## config.mk

```make
export PLATFORM = sky130hd
export DESIGN_NAME = wb_stage
export DESIGN_NICKNAME = d
export VERILOG_FILES = /design/src/common/wb_pkg.sv /design/src/design/writeback/wb_stage.sv
export SDC_FILE = /design/constraint.sdc
export NUM_CORES = 1
export LEC_CHECK = 0
export BUFFER_PORTS_ARGS = -buffer_cell sky130_fd_sc_hd__buf_2
export CAP_MARGIN = 20
export CORE_AREA = 2 2 181 183
export CTS_CLUSTER_DIAMETER = 100
export DETAILED_ROUTE_END_ITERATION = 8
export DIE_AREA = 0 0 183 185
export HOLD_SLACK_MARGIN = 0.15
export PLACE_DENSITY = 0.55
export SLEW_MARGIN = 20
export SYNTH_ARGS = -nofsm -noshare
export SYNTH_HDL_FRONTEND = slang
export SYNTH_SLANG_ARGS = --single-unit
```

## constraint.sdc

```tcl
create_clock -name clk -period 8.5 [get_ports clk]
set_input_delay 1.7 -clock clk [delete_from_list [all_inputs] [get_ports clk]]
set_output_delay 1.7 -clock clk [all_outputs]
set_load 0.01 [all_outputs]
```

## src/common/wb_pkg.sv

```systemverilog
/* Shared types and constants for the write-back end of the RV32 machine-mode core.
   CSR addresses follow the privileged spec; memory addresses on the data bus are word indices. */
package wb_pkg;

    typedef logic [31:0] word_t;
    typedef logic [4:0]  reg_sel_t;
    typedef logic [11:0] csr_addr_t;
    typedef logic [3:0]  byte_mask_t;

    typedef enum logic [2:0] {ALU, LOAD, STORE, CSR, ECALL, EBREAK, MRET} wb_op_e;

    // Low bits of funct3
    typedef enum logic [1:0] {CSR_RW = 2'd1, CSR_RS = 2'd2, CSR_RC = 2'd3} csr_op_e;

    // funct3[1:0], funct3[2] marks an unsigned load
    typedef enum logic [1:0] {BYTE = 2'd0, HALF = 2'd1, WORD = 2'd2} mem_size_e;

    typedef enum logic [1:0] {IDLE, MEM_WAIT, DONE} wb_state_e;

    // ========================================================================
    // Machine CSR addresses
    // ========================================================================
    localparam csr_addr_t MSTATUS  = 12'h300;
    localparam csr_addr_t MIE      = 12'h304;
    localparam csr_addr_t MTVEC    = 12'h305;
    localparam csr_addr_t MSCRATCH = 12'h340;
    localparam csr_addr_t MEPC     = 12'h341;
    localparam csr_addr_t MCAUSE   = 12'h342;
    localparam csr_addr_t MTVAL    = 12'h343;
    localparam csr_addr_t MIP      = 12'h344;
    localparam csr_addr_t MINSTRET = 12'hB02;

    // Trap causes
    localparam word_t CAUSE_BREAKPOINT = 32'd3;
    localparam word_t CAUSE_ECALL_M    = 32'd11;

endpackage

```

## src/design/writeback/wb_stage.sv

```systemverilog
/* One instruction in flight at a time; ex_ready is high only in IDLE.
   regwr and branch pulses are registered and come one cycle after accept for non-memory ops. */
`timescale 1ns/10ps

module wb_stage import wb_pkg::*; (
    input  logic      clk,
    input  logic      rst,
    input  logic      ex_valid,
    output logic      ex_ready,
    input  wb_op_e    ex_op,
    input  word_t     ex_pc,
    input  reg_sel_t  ex_rd,
    input  word_t     ex_addr,
    input  word_t     ex_data,
    input  logic [2:0] ex_funct3,
    output logic      regwr_en,
    output reg_sel_t  regwr_sel,
    output word_t     regwr_data,
    output logic      branch,
    output word_t     branch_target,
    output logic      csr_en,
    output csr_addr_t csr_addr,
    output csr_op_e   csr_op,
    output word_t     csr_operand,
    input  word_t     csr_rdata,
    output logic      trap_ecall,
    output logic      trap_ebreak,
    output logic      trap_mret,
    output word_t     trap_pc,
    output logic      retire,
    input  word_t     mtvec_value,
    input  word_t     mepc_value,
    output logic      ld_req,
    output logic      st_req,
    output word_t     mem_addr,
    output word_t     mem_wdata,
    output mem_size_e mem_size,
    output logic      ld_unsigned,
    input  logic      ld_done,
    input  word_t     ld_data,
    input  logic      st_done
);

    wb_state_e  state;
    wb_op_e     op_q;
    word_t      pc_q;
    reg_sel_t   rd_q;
    word_t      addr_q;
    word_t      data_q;
    logic [2:0] funct3_q;
    logic       mem_fin;
    logic       accept;

    assign ex_ready = (state == IDLE);
    assign accept   = ex_valid && ex_ready;

    // Actions decoded from the held instruction
    assign csr_en      = (state == DONE) && (op_q == CSR);
    assign trap_ecall  = (state == DONE) && (op_q == ECALL);
    assign trap_ebreak = (state == DONE) && (op_q == EBREAK);
    assign trap_mret   = (state == DONE) && (op_q == MRET);
    assign csr_addr    = addr_q[11:0];
    assign csr_op      = csr_op_e'(funct3_q[1:0]);
    assign csr_operand = data_q;
    assign trap_pc     = pc_q;

    assign ld_req      = (state == MEM_WAIT) && (op_q == LOAD);
    assign st_req      = (state == MEM_WAIT) && (op_q == STORE);
    assign mem_addr    = addr_q;
    assign mem_wdata   = data_q;
    assign mem_size    = mem_size_e'(funct3_q[1:0]);
    assign ld_unsigned = funct3_q[2];

    assign mem_fin = (op_q == LOAD) ? ld_done : st_done;
    assign retire  = (state == DONE) || ((state == MEM_WAIT) && mem_fin);

    always_ff @(posedge clk) begin
        if (rst) begin
            state    <= IDLE;
            regwr_en <= 1'b0;
            branch   <= 1'b0;
        end else begin
            regwr_en <= 1'b0;
            branch   <= 1'b0;
            case (state)
                IDLE: begin
                    if (accept) begin
                        state <= (ex_op == LOAD || ex_op == STORE) ? MEM_WAIT : DONE;
                    end
                end
                DONE: begin
                    state    <= IDLE;
                    regwr_en <= (op_q == ALU || op_q == CSR) && (rd_q != '0);
                    branch   <= (op_q == ECALL || op_q == EBREAK || op_q == MRET);
                end
                MEM_WAIT: begin
                    if (mem_fin) begin
                        state    <= IDLE;
                        regwr_en <= (op_q == LOAD) && (rd_q != '0);
                    end
                end
                default: state <= IDLE;
            endcase
        end
    end

    // Instruction hold and write-back payload
    always_ff @(posedge clk) begin
        if (accept) begin
            op_q     <= ex_op;
            pc_q     <= ex_pc;
            rd_q     <= ex_rd;
            addr_q   <= ex_addr;
            data_q   <= ex_data;
            funct3_q <= ex_funct3;
        end
        regwr_sel <= rd_q;
        if (state == DONE) begin
            regwr_data    <= (op_q == CSR) ? csr_rdata : data_q;
            branch_target <= (op_q == MRET) ? mepc_value : mtvec_value;
        end else if (state == MEM_WAIT && ld_done) begin
            regwr_data <= ld_data;
        end
    end

endmodule

```

Word-level counts from Yosys, hierarchy flattened. Index checks and enable logic that the tools add are counted.

Flip-flop bits (word level): 180. Bits of input ports: 240. Output and inout port bits: 224.

Equal/unequal tests: 12. Multiplexer cells: 11. Bitwise logic cells: 1. Reduce and logical (&&, ||, !) cells: 22.

Operator list (number): two-way mux 32 bit (4); logical AND 1 bit (11); == test 3 x 2 -> 1 bit, second input constant (3); == test 3 bit, second input constant (3); == test 3 x 1 -> 1 bit, second input constant (2); two-way mux 2 bit (3); logical OR 1 bit (5); nonzero test 5 bit (1); one-hot mux 2 bit (2 select lines) (1); logical NOT 3 bit (1); == test 2 x 1 -> 1 bit, second input constant (1); == test 2 bit, second input constant (1); logical NOT 2 bit (1); two-way mux 1 bit (2); != test 2 x 1 -> 1 bit, second input constant (1); != test 2 bit, second input constant (1); one-hot mux 1 bit (2 select lines) (1); AND reduction 2 bit (1); nonzero test 2 bit (1); OR reduction 2 bit (1); inverter 1 bit (1).

Longest topological paths before layout. Gate-level depths: netlist (run 1).

Word-level depth: 5. Gate-level depth with buffers: 7. Depth with buffers taken out: 6.

Worst setup path after synthesis (run 1). Ideal clock, no wire load.

Kind: in2reg. Start point: input ex_valid. End point: register data_q[0], in the netlist csr_operand[0], enable pin. Setup time: 0.461 ns. Data arrival time: 3.845 ns. Data required time: 8.039 ns. Slack: 4.195 ns. Stages on the path: 2. Buffers on the path: 0. Path through: nand2_1 inv_1.

Longest elaborated chain between the ends: 1.

RTL lines: start, declared (RTL line wb_stage.sv:8) `input logic ex_valid,`; logical AND 1 bit (RTL line wb_stage.sv:55) `assign accept = ex_valid && ex_ready;`; named net accept (RTL line wb_stage.sv:52) `logic accept;`; end signal, assigned (RTL line wb_stage.sv:114) `data_q <= ex_data;`; end, declared (RTL line wb_stage.sv:49) `word_t data_q;`.

The timed path passes the listed nets, and every way through them passes these cells. A chain may end at the register's enable or synchronous reset.

Worst setup path in the final report (run 1).
Start point: register state[0]. End point: output trap_ecall.

Longest elaborated chain between the ends: 2.

RTL lines: start, declared (RTL line wb_stage.sv:44) `wb_state_e state;`; start signal, assigned (RTL line wb_stage.sv:88) `state <= (ex_op == LOAD || ex_op == STORE) ? MEM_WAIT : DONE;`; == test 2 bit (RTL line wb_stage.sv:59) `assign trap_ecall = (state == DONE) && (op_q == ECALL);`; logical AND 1 bit (RTL line wb_stage.sv:59); end, declared (RTL line wb_stage.sv:26) `output logic trap_ecall,`.

Every way passes these cells.

==> results of run 1 <==
==> stage by stage <==
stage	util [%]	instance area, sq um	hold slack, ns	std cells	power (mW)
finish	31.38	10060	0.3695	1259	2.215
global route	31.38	10050	0.3886	1258	2.311
CTS	31.38	10050	0.3733	1258	2.249
detailed placement	29.42	9425	0.3526	1226	1.410
global placement	29.42	9425	0.3475	1226	1.405
floorplan	-	6984	0.3389	414	1.258
==> synthesized netlist by cell type, drive strengths merged (2+ instances only) <==
cell type	count	area (sq um)
mux2	32	360.4
nand2b	4	32.53
nand3b	2	15.01
clkbuf	8	30.03
edfxtp	171	5135
a21oi	33	165.2
ha	3	37.54
nand2	5	18.77
o32ai	2	17.52
buf	55	404.1
nor2	39	146.4
dfxtp	9	180.2
inv	5	18.77
mux2i	32	320.3
==> cell families after synthesis <==
family | synth area share (%)
buffers and inverters | 6.485
flip-flops | 76.10
adder cells (fa/ha/maj) | 0.5375
AND/OR/NAND/NOR | 3.547
multiplexers | 9.746
XOR/XNOR | 0.1254
AO/OA/AOI/OAI | 3.458
==> routing by layer <==
layer,up-vias,wire length (um),global-route usage (%)
li1,2346,-,-
met1,2338,8417,14.02
met2,270,11130,21.47
met3,14,1994,4.404
met4,2,238,3.712
met5,-,18,0
==> layout make-up <==
class / count / share of cell area (%)
diodes: 1 / 0.02488
clock buffers: 17 / 4.230
clock inverters: 15 / 2.016
inverters: 5 / 0.2115
multi-input cells: 166 / 12.24
flip-flops and latches: 180 / 52.86
well taps: 408 / 5.077
repair buffers: 467 / 23.34
==> layout by cell type, fill, tap and decap left out, types with 5 or more instances in the layout <==
cell type / count
mux2i_1: 32
clkbuf_16: 17
clkinv_8: 5
dfxtp_1: 9
edfxtp_1: 171
a21oi_1: 33
nor2_1: 39
buf_2: 463
mux2_2: 32
==> worst max-delay path by stage <==
stage | startpoint | to | slack [ns] | cells past startpoint
4_1_cts | state[0] | trap_ecall | 4.04 | 6
3_3_place_gp | ld_done | retire | 4.24 | 5
6_report | state[0] | trap_ecall | 4.15 | 6
5_1_grt | state[0] | trap_ecall | 3.80 | 6
3_5_place_dp | ld_done | retire | 4.24 | 5
2_1_floorplan | ex_valid | csr_operand[0] | 4.19 | 2
==> flip-flops by register name (all words and copies together) (netlist names) <==
signal         count
branch             1
branch_target     32
csr_operand       32
funct3_q           3
mem_addr          32
op_q               3
rd_q               5
regwr_data        32
regwr_en           1
regwr_sel          5
state              2
trap_pc           32
==> critical path, cell delays in order (launching register included) <==
cell     delay, ns
dfxtp_1       0.32
inv_1         0.13
ha_4          0.42
buf_4         0.64
nand2_1       0.21
nor3_1        0.28
buf_2         0.19
==> power groups by stage <==
stage                     Clock, mW  Sequential [mW]  Combinational [mW]
after floorplan                   0             1.14               0.119
after global placement            0             1.11               0.298
after detailed placement          0             1.11               0.301
after CTS                     0.858             1.09               0.301
after global routing          0.894             1.10               0.322
final                         0.834             1.09               0.293
==> metrics.txt, run 1 <==
VDD IR-drop max 0.1261 mV; nets@finish 1080; DRC errors left 0; synthesized area per cell 16.87 sq um; Die H 185 um; hold endpoint regwr_sel[2]; Hold Path Depth 0; pwr dens 220.2 nW/um^2; post-synthesis cell type count 31; Max FO, Critical Path 70; Final Setup Violations 0; clk_lat worst skew 0.43 ns; f_max 229.8 MHz; Crit Reg-Reg Endpoint mem_addr[20]; number of global-route vias before repair 4885; fillers 3302; Port Buf Inserts 463; DR iter-0 viols 211; Yosys warnings 0; Comb power frac 13.2%; Max Cap Viol 0; vias per cell 3.948; hold_sp rd_q[2]; initial antenna violation count 2; via count 4970; layout cells sized above 1 63.06%; CTS tree built; first-pass GRT wire length 30220 um; I/O Pins 464; multi-input logic area 1231 sq um; Sinks on Clock Net 180; R2R cell count 5; Slew @ Worst Pin 1.035 ns; row cnt 66; H-tree level count 4; crit start category flip-flop; Area Overhead vs Synth 43.98%; Slew Viols, Final 0; Seq pwr share 49.1%; power share of the clock group 37.6%; DIE AREA 33860 sq um; Die X 183 um; worst r2r src state[0]; clk slew on worst S/H paths 0.08 ns; DR pass1 iterations 6; Synth Cell Area 6984 sq um; Place WS 4.242 ns; dpl hpwl 17030 um; flip-flop and latch area 5315 sq um; clk buf depth 2; Period minus WS final 4.351 ns; Post-CTS Setup Bufs 0; Net Switching 0.6013 mW; initial core utilization 21.80%; Pint 1.613 mW; syn nets 657; gpl congestion 0.7771; Post-synth EDFFs 171; Routed Antenna Nets 0; Switching Share 27.15%; sequential share of the synthesized area 76.10%; setup_tns 0 ns; CP endpoint kind output port; Worst EP required 6.80 ns; status complete, no violations; GRT Total Usage 12.26%; ys flop type edfxtp_1; Synth Instances 414; Worst Slack Setup Final 4.149 ns; critical path type reg2out; Setup Skew 0.01812 ns; root buffer cell clkbuf_16; DR WL/cell 17.31 um; core area 32040 sq um; r2r setup slk 6.05 ns; asr flop ratio synth 0%; Detailed Route WL 21800 um; CTS Buf Count 17; LEAKAGE 4.504 nW; Worst EP arrival 2.65 ns; CTS Hold Bufs 0; RSZ-0062 raised after global routing false; GRT overflow 0; Yosys reg bits 180; Worst Hold Class reg2reg; largest net degree at the start of global routing 81; Gates resized, CTS repair 0; Rel. slew slack 31.02%; period utilisation layout 51.19%; count of final hold-check violations 0
No activity file was read; power rests on OpenSTA's default activity.
==> inputs of run 2 (changes only) <==
- ABC_AREA: unset -> 1
- CORE_AREA: 2 2 181 183 -> 2 2 182 184
- DIE_AREA: 0 0 183 185 -> 0 0 184 186
- PLACE_DENSITY: 0.55 -> 0.57
- clock period: 8.5 -> 3.8 ns (I/O delays scaled with it)
==> run 2 against run 1 <==
  * Die area is 1.1% higher
  * Clock skew is 0.0055 ns lower
  * Wire length is 3.9% higher
  * Largest cell class unchanged
  * Count of clock-buffer cells in the layout is 2 higher
  * Largest power group unchanged
  * Clock power is 100% higher
  * Critical path type unchanged
  * Worst setup slack worse by 2.9 ns
  * Global-route usage is 0.42 points higher
  * Synthesized area is 1.6% higher
  * Combinational power is 120% higher
  * Critical path depth stayed put
==> metrics.txt, run 2 <==
GRT Total Usage 12.68%; vias per cell 3.996; post-route insts no fill 1307; Port Buf Inserts 463; R2R cell count 4; syn nets 701; clk slew on worst S/H paths 0.07 ns; DRC errors left 0; period utilisation layout 66.85%; Slew @ Worst Pin 0.9103 ns; asr flop ratio synth 0%; Crit Reg-Reg Endpoint regwr_data[4]; CP endpoint kind output port; pwr dens 472.5 nW/um^2; Slew Viols, Final 0; CTS tree built; Synth area leader edfxtp_1; I/O Pins 464; Max FO, Critical Path 33; Detailed Route WL 22650 um; ys flop type edfxtp_1; clk buf depth 2; clk_lat worst skew 0.44 ns; post-synth top area share 72.34%; Worst EP arrival 1.78 ns; CTS Buf Count 17; Worst EP required 3.04 ns; Die X 184 um; worst r2r src state[0]; Sinks on Clock Net 180; Post-CTS Setup Bufs 0; initial antenna violation count 4; row cnt 66; DR pass1 iterations 6; Die H 186 um; nets@finish 1128; commonest non-fill, non-tap cell in the layout buf_2; Post-synth EDFFs 171; fillers 3303; root buffer cell clkbuf_16; placed instance count 1274; count of final hold-check violations 0; Synth top cells by count 171 x edfxtp_1, 49 x buf_4, 48 x nand2_1; gpl congestion 0.8002; flip-flop and latch area 5315 sq um; Rel. slew slack 39.10%; DR WL/cell 17.33 um; Yosys warnings 0; f_max 393.7 MHz; multi-input logic area 1299 sq um; RSZ-0062 raised after global routing false; status complete, no violations; Max Cap Viol 0; dpl hpwl 17570 um; first-pass GRT wire length 31220 um; number of global-route vias before repair 5259; Crit. Startpoint op_q[1]; GRT overflow 0; via count 5223; setup_tns 0 ns; Setup Skew 0.01263 ns; Routed Antenna Nets 0; critical path type reg2out; synthesized area per cell 15.50 sq um; r2r setup slk 1.69 ns; post-synthesis cell type count 24; commonest cells after routing, fill and taps aside 463 x buf_2, 171 x edfxtp_1, 47 x nand2_1, 41 x nor2_1, 35 x o21ai_0; CTS Hold Bufs 0; core area 32210 sq um; Area Overhead vs Synth 42.31%; Yosys reg bits 180; VDD IR-drop max 0.2984 mV; sequential share of the synthesized area 74.88%; hold slack 0.3735 ns; LEAKAGE 4.518 nW; Gates resized, CTS repair 0; DIE AREA 34220 sq um; H-tree level count 4; initial core utilization 22.04%; crit start category flip-flop; DR iter-0 viols 217; Synth Cell Area 7098 sq um; final core occ 31.36%; Worst Hold Class reg2reg; most instantiated library cell after synthesis edfxtp_1; Final Setup Violations 0; Synth Instances 458; largest net degree at the start of global routing 66; Period minus WS final 2.540 ns; top post-synthesis cells by area edfxtp_1 72%, mux2_4 6.3%, buf_4 5.2%; layout cells sized above 1 60.24%; end of the critical path csr_en; Hold Path Depth 0
[run 2: changes by cell type in the layout (fill, tap and decap cells not counted), moves of 4 or more]
cell	before	now
a21oi_1	33	3
clkinv_8	5	0
inv_1	4	8
mux2_2	32	2
mux2_4	0	30
mux2i_1	32	0
nand2_1	4	47
o21ai_0	1	35
o21ai_1	0	30
[run 2: worst min path at each step]
stage | end | slack (ns) | startpoint
after floorplan | regwr_sel[1] | 0.35 | rd_q[1]
after global placement | regwr_sel[0] | 0.35 | rd_q[0]
after detailed placement | regwr_sel[3] | 0.36 | rd_q[3]
after CTS | regwr_sel[1] | 0.37 | rd_q[1]
after global routing | regwr_sel[2] | 0.39 | rd_q[2]
final | regwr_sel[1] | 0.37 | rd_q[1]
[run 2: final cells by class]
cell class	count	area share, %
diodes	1	0.02477
clock inverters	13	1.115
multi-input cells	206	12.86
repair buffers	469	23.51
well taps	408	5.054
clock buffers	19	4.385
inverters	11	0.4335
flip-flops and latches	180	52.62
[run 2: metrics by stage]
stage          setup slack (ns)  area [sq um]  power, mW
6_report                  1.260         10100      4.772
5_1_grt                   1.140         10100      4.977
4_1_cts                   1.211         10100      4.849
3_5_place_dp              1.589          9543      3.146
3_3_place_gp              1.620          9543      3.138
2_1_floorplan            0.4381          7098      2.810
[run 2: metal layers]
metal | vias up | global-route usage [%] | part of all wire [%]
met4 | 8 | 4.160 | 1.4
met5 | - | 0 | 0.24
li1 | 2462 | - | -
met3 | 24 | 5.811 | 10
met1 | 2423 | 13.71 | 38
met2 | 306 | 22.02 | 50
[run 2: power by group]
group,internal [mW],switching [mW],total [mW]
logic,0.278,0.372,0.650
clock network,0.878,0.810,1.69
registers,2.37,0.0665,2.43
total,3.52,1.25,4.77
[run 2: logic make-up (layout without fill, tap and decap cells)]
group | count (synthesis) | count (layout) | synth area share (%)
other | 0 | 1 | 0
AO/OA/AOI/OAI | 68 | 68 | 4.795
adder cells (fa/ha/maj) | 3 | 3 | 0.5289
AND/OR/NAND/NOR | 103 | 103 | 6.099
flip-flops | 180 | 180 | 74.88
multiplexers | 32 | 32 | 6.663
buffers and inverters | 72 | 512 | 7.033
[run 2: worst max-delay path, cell delays in order (launching register included)]
cell and delay, ns:
edfxtp_1 0.49, nand2_2 0.14, nor2_4 0.04, inv_2 0.04, buf_4 0.39, nor2_1 0.09
buf_2 0.16
==> inputs of run 3 (changes only) <==
- CORE_AREA: 2 2 182 184 -> 2 2 178 180
- DIE_AREA: 0 0 184 186 -> 0 0 180 182
- clock period: 3.8 -> 2.45 ns (I/O delays scaled with it)
==> run 3 against run 2 <==
  * Sequential power increased by 55%
  * Critical endpoint unchanged
  * Largest cell class unchanged
  * Non-clock buffer count up 7
  * Global-route usage grew 1.3 points
  * Flip-flop and latch count is the same
  * Wire length increased by 3.2%
  * Power rose by 57%
  * Hold slack worse by 0.16 ns
==> metrics.txt, run 3 (synthesis gave the netlist of run 2 again) <==
status complete, no violations; Seq pwr share 50.2%; Pint 5.475 mW; Period minus WS final 2.173 ns; worst r2r src op_q[2]; DR pass1 iterations 6; Routed Antenna Nets 0; hold_sp ex_data[19]; Worst Slack Setup Final 0.2772 ns; Hold Path Depth 1; CP endpoint kind output port; I/O Pins 464; Max Cap Viol 0; Crit Reg-Reg Endpoint branch_target[31]; clk_lat worst skew 0.45 ns; Place WS 0.6213 ns; LEAKAGE 4.560 nW; Sinks on Clock Net 180; Post-CTS Setup Bufs 0; root buffer cell clkbuf_16; initial core utilization 22.91%; count of final hold-check violations 0; crit start category flip-flop; final core occ 32.97%; Comb power frac 14.2%; Net Switching 2.028 mW; row cnt 65; Worst EP arrival 1.68 ns; CTS Buf Count 17; clk slew on worst S/H paths 0.07 ns; Worst EP required 1.96 ns; DR iter-0 viols 229; GRT overflow 0; vias per cell 4.069; Slew Viols, Final 0; Worst Hold Class in2reg; Setup Skew 0.01216 ns; Die H 182 um; Max FO, Critical Path 12; f_max 460.2 MHz; DRC errors left 0; nets@finish 1135; largest net degree at the start of global routing 66; first-pass GRT wire length 33150 um; R2R cell count 3; DP Area 9647 sq um; r2r setup slk 0.64 ns; GRT Total Usage 13.95%; pwr dens 734.3 nW/um^2; DIE AREA 32760 sq um; final instance area 10220 sq um; Gates resized, CTS repair 0; power share of the clock group 35.7%; commonest non-fill, non-tap cell in the layout buf_2; DR WL/cell 17.85 um; period utilisation layout 88.69%; gpl congestion 0.7944; H-tree level count 4; layout cells sized above 1 61.33%; setup_tns 0 ns; via count 5331; Detailed Route WL 23390 um; VDD IR-drop max 0.5134 mV; Switching Share 27.03%; Port Buf Inserts 463; initial antenna violation count 3; number of global-route vias before repair 5311; clk buf depth 2; Die X 180 um; hold slack 0.2159 ns; critical path type reg2out; CTS tree built; dpl hpwl 18060 um; RSZ-0062 raised after global routing false; CTS Hold Bufs 0; commonest cells after routing, fill and taps aside 463 x buf_2, 171 x edfxtp_1, 46 x nand2_1, 41 x nor2_1, 35 x o21ai_0; core area 30990 sq um; Area Overhead vs Synth 43.95%; hold endpoint csr_operand[19]; Final Setup Violations 0; Rel. slew slack 64.66%; Slew @ Worst Pin 0.5301 ns
[run 3: layout make-up]
| cell class | count | area [sq um] |
|---|---|---|
| Sequential cell | 180 | 5318 |
| Clock buffer | 17 | 425.4 |
| Inverter | 11 | 45.04 |
| Fill cell | 3178 | 20770 |
| Timing Repair Buffer | 476 | 2477 |
| Multi-Input combinational cell | 206 | 1304 |
| Antenna cell | 3 | 7.507 |
| Tap cell | 402 | 503.0 |
| Clock inverter | 15 | 137.6 |
[run 3: worst max-delay path, stage by stage, from the launching register on]
cell	delay, ns
dfxtp_2	0.33
inv_2	0.08
ha_2	0.24
clkinv_1	0.12
buf_4	0.21
nor2_1	0.12
buf_2	0.14
[run 3: how the worst max path moves through the flow]
stage | end | slack, ns | cells after the start | startpoint
after floorplan | csr_operand[0] | -0.13 | 4 | state[0]
after global placement | branch_target[31] | 0.67 | 3 | op_q[2]
after detailed placement | regwr_data[0] | 0.62 | 6 | op_q[1]
after CTS | csr_en | 0.18 | 5 | op_q[1]
after global routing | csr_en | 0.14 | 5 | op_q[1]
final | csr_en | 0.28 | 6 | state[0]
[run 3: per-stage QoR]
step,total power [mW],cells
after CTS,7.632,1307
after floorplan,4.360,458
after global routing,7.829,1308
final,7.503,1310
after global placement,4.905,1275
after detailed placement,4.920,1275
[run 3: layer usage]
layer,routed length [um],share of wire (%),GRT usage (%)
met2,11920,51,24.00
met5,24,0.10,0
met4,438,1.9,5.398
met1,8724,37,15.32
met3,2274,9.7,5.816
[run 3: power by group through the flow]
stage	clock network [mW]	logic (mW)	registers (mW)
finish	2.68	1.06	3.76
global route	2.89	1.15	3.79
CTS	2.78	1.09	3.77
detailed placement	0	1.08	3.83
global placement	0	1.08	3.83
floorplan	0	0.421	3.94
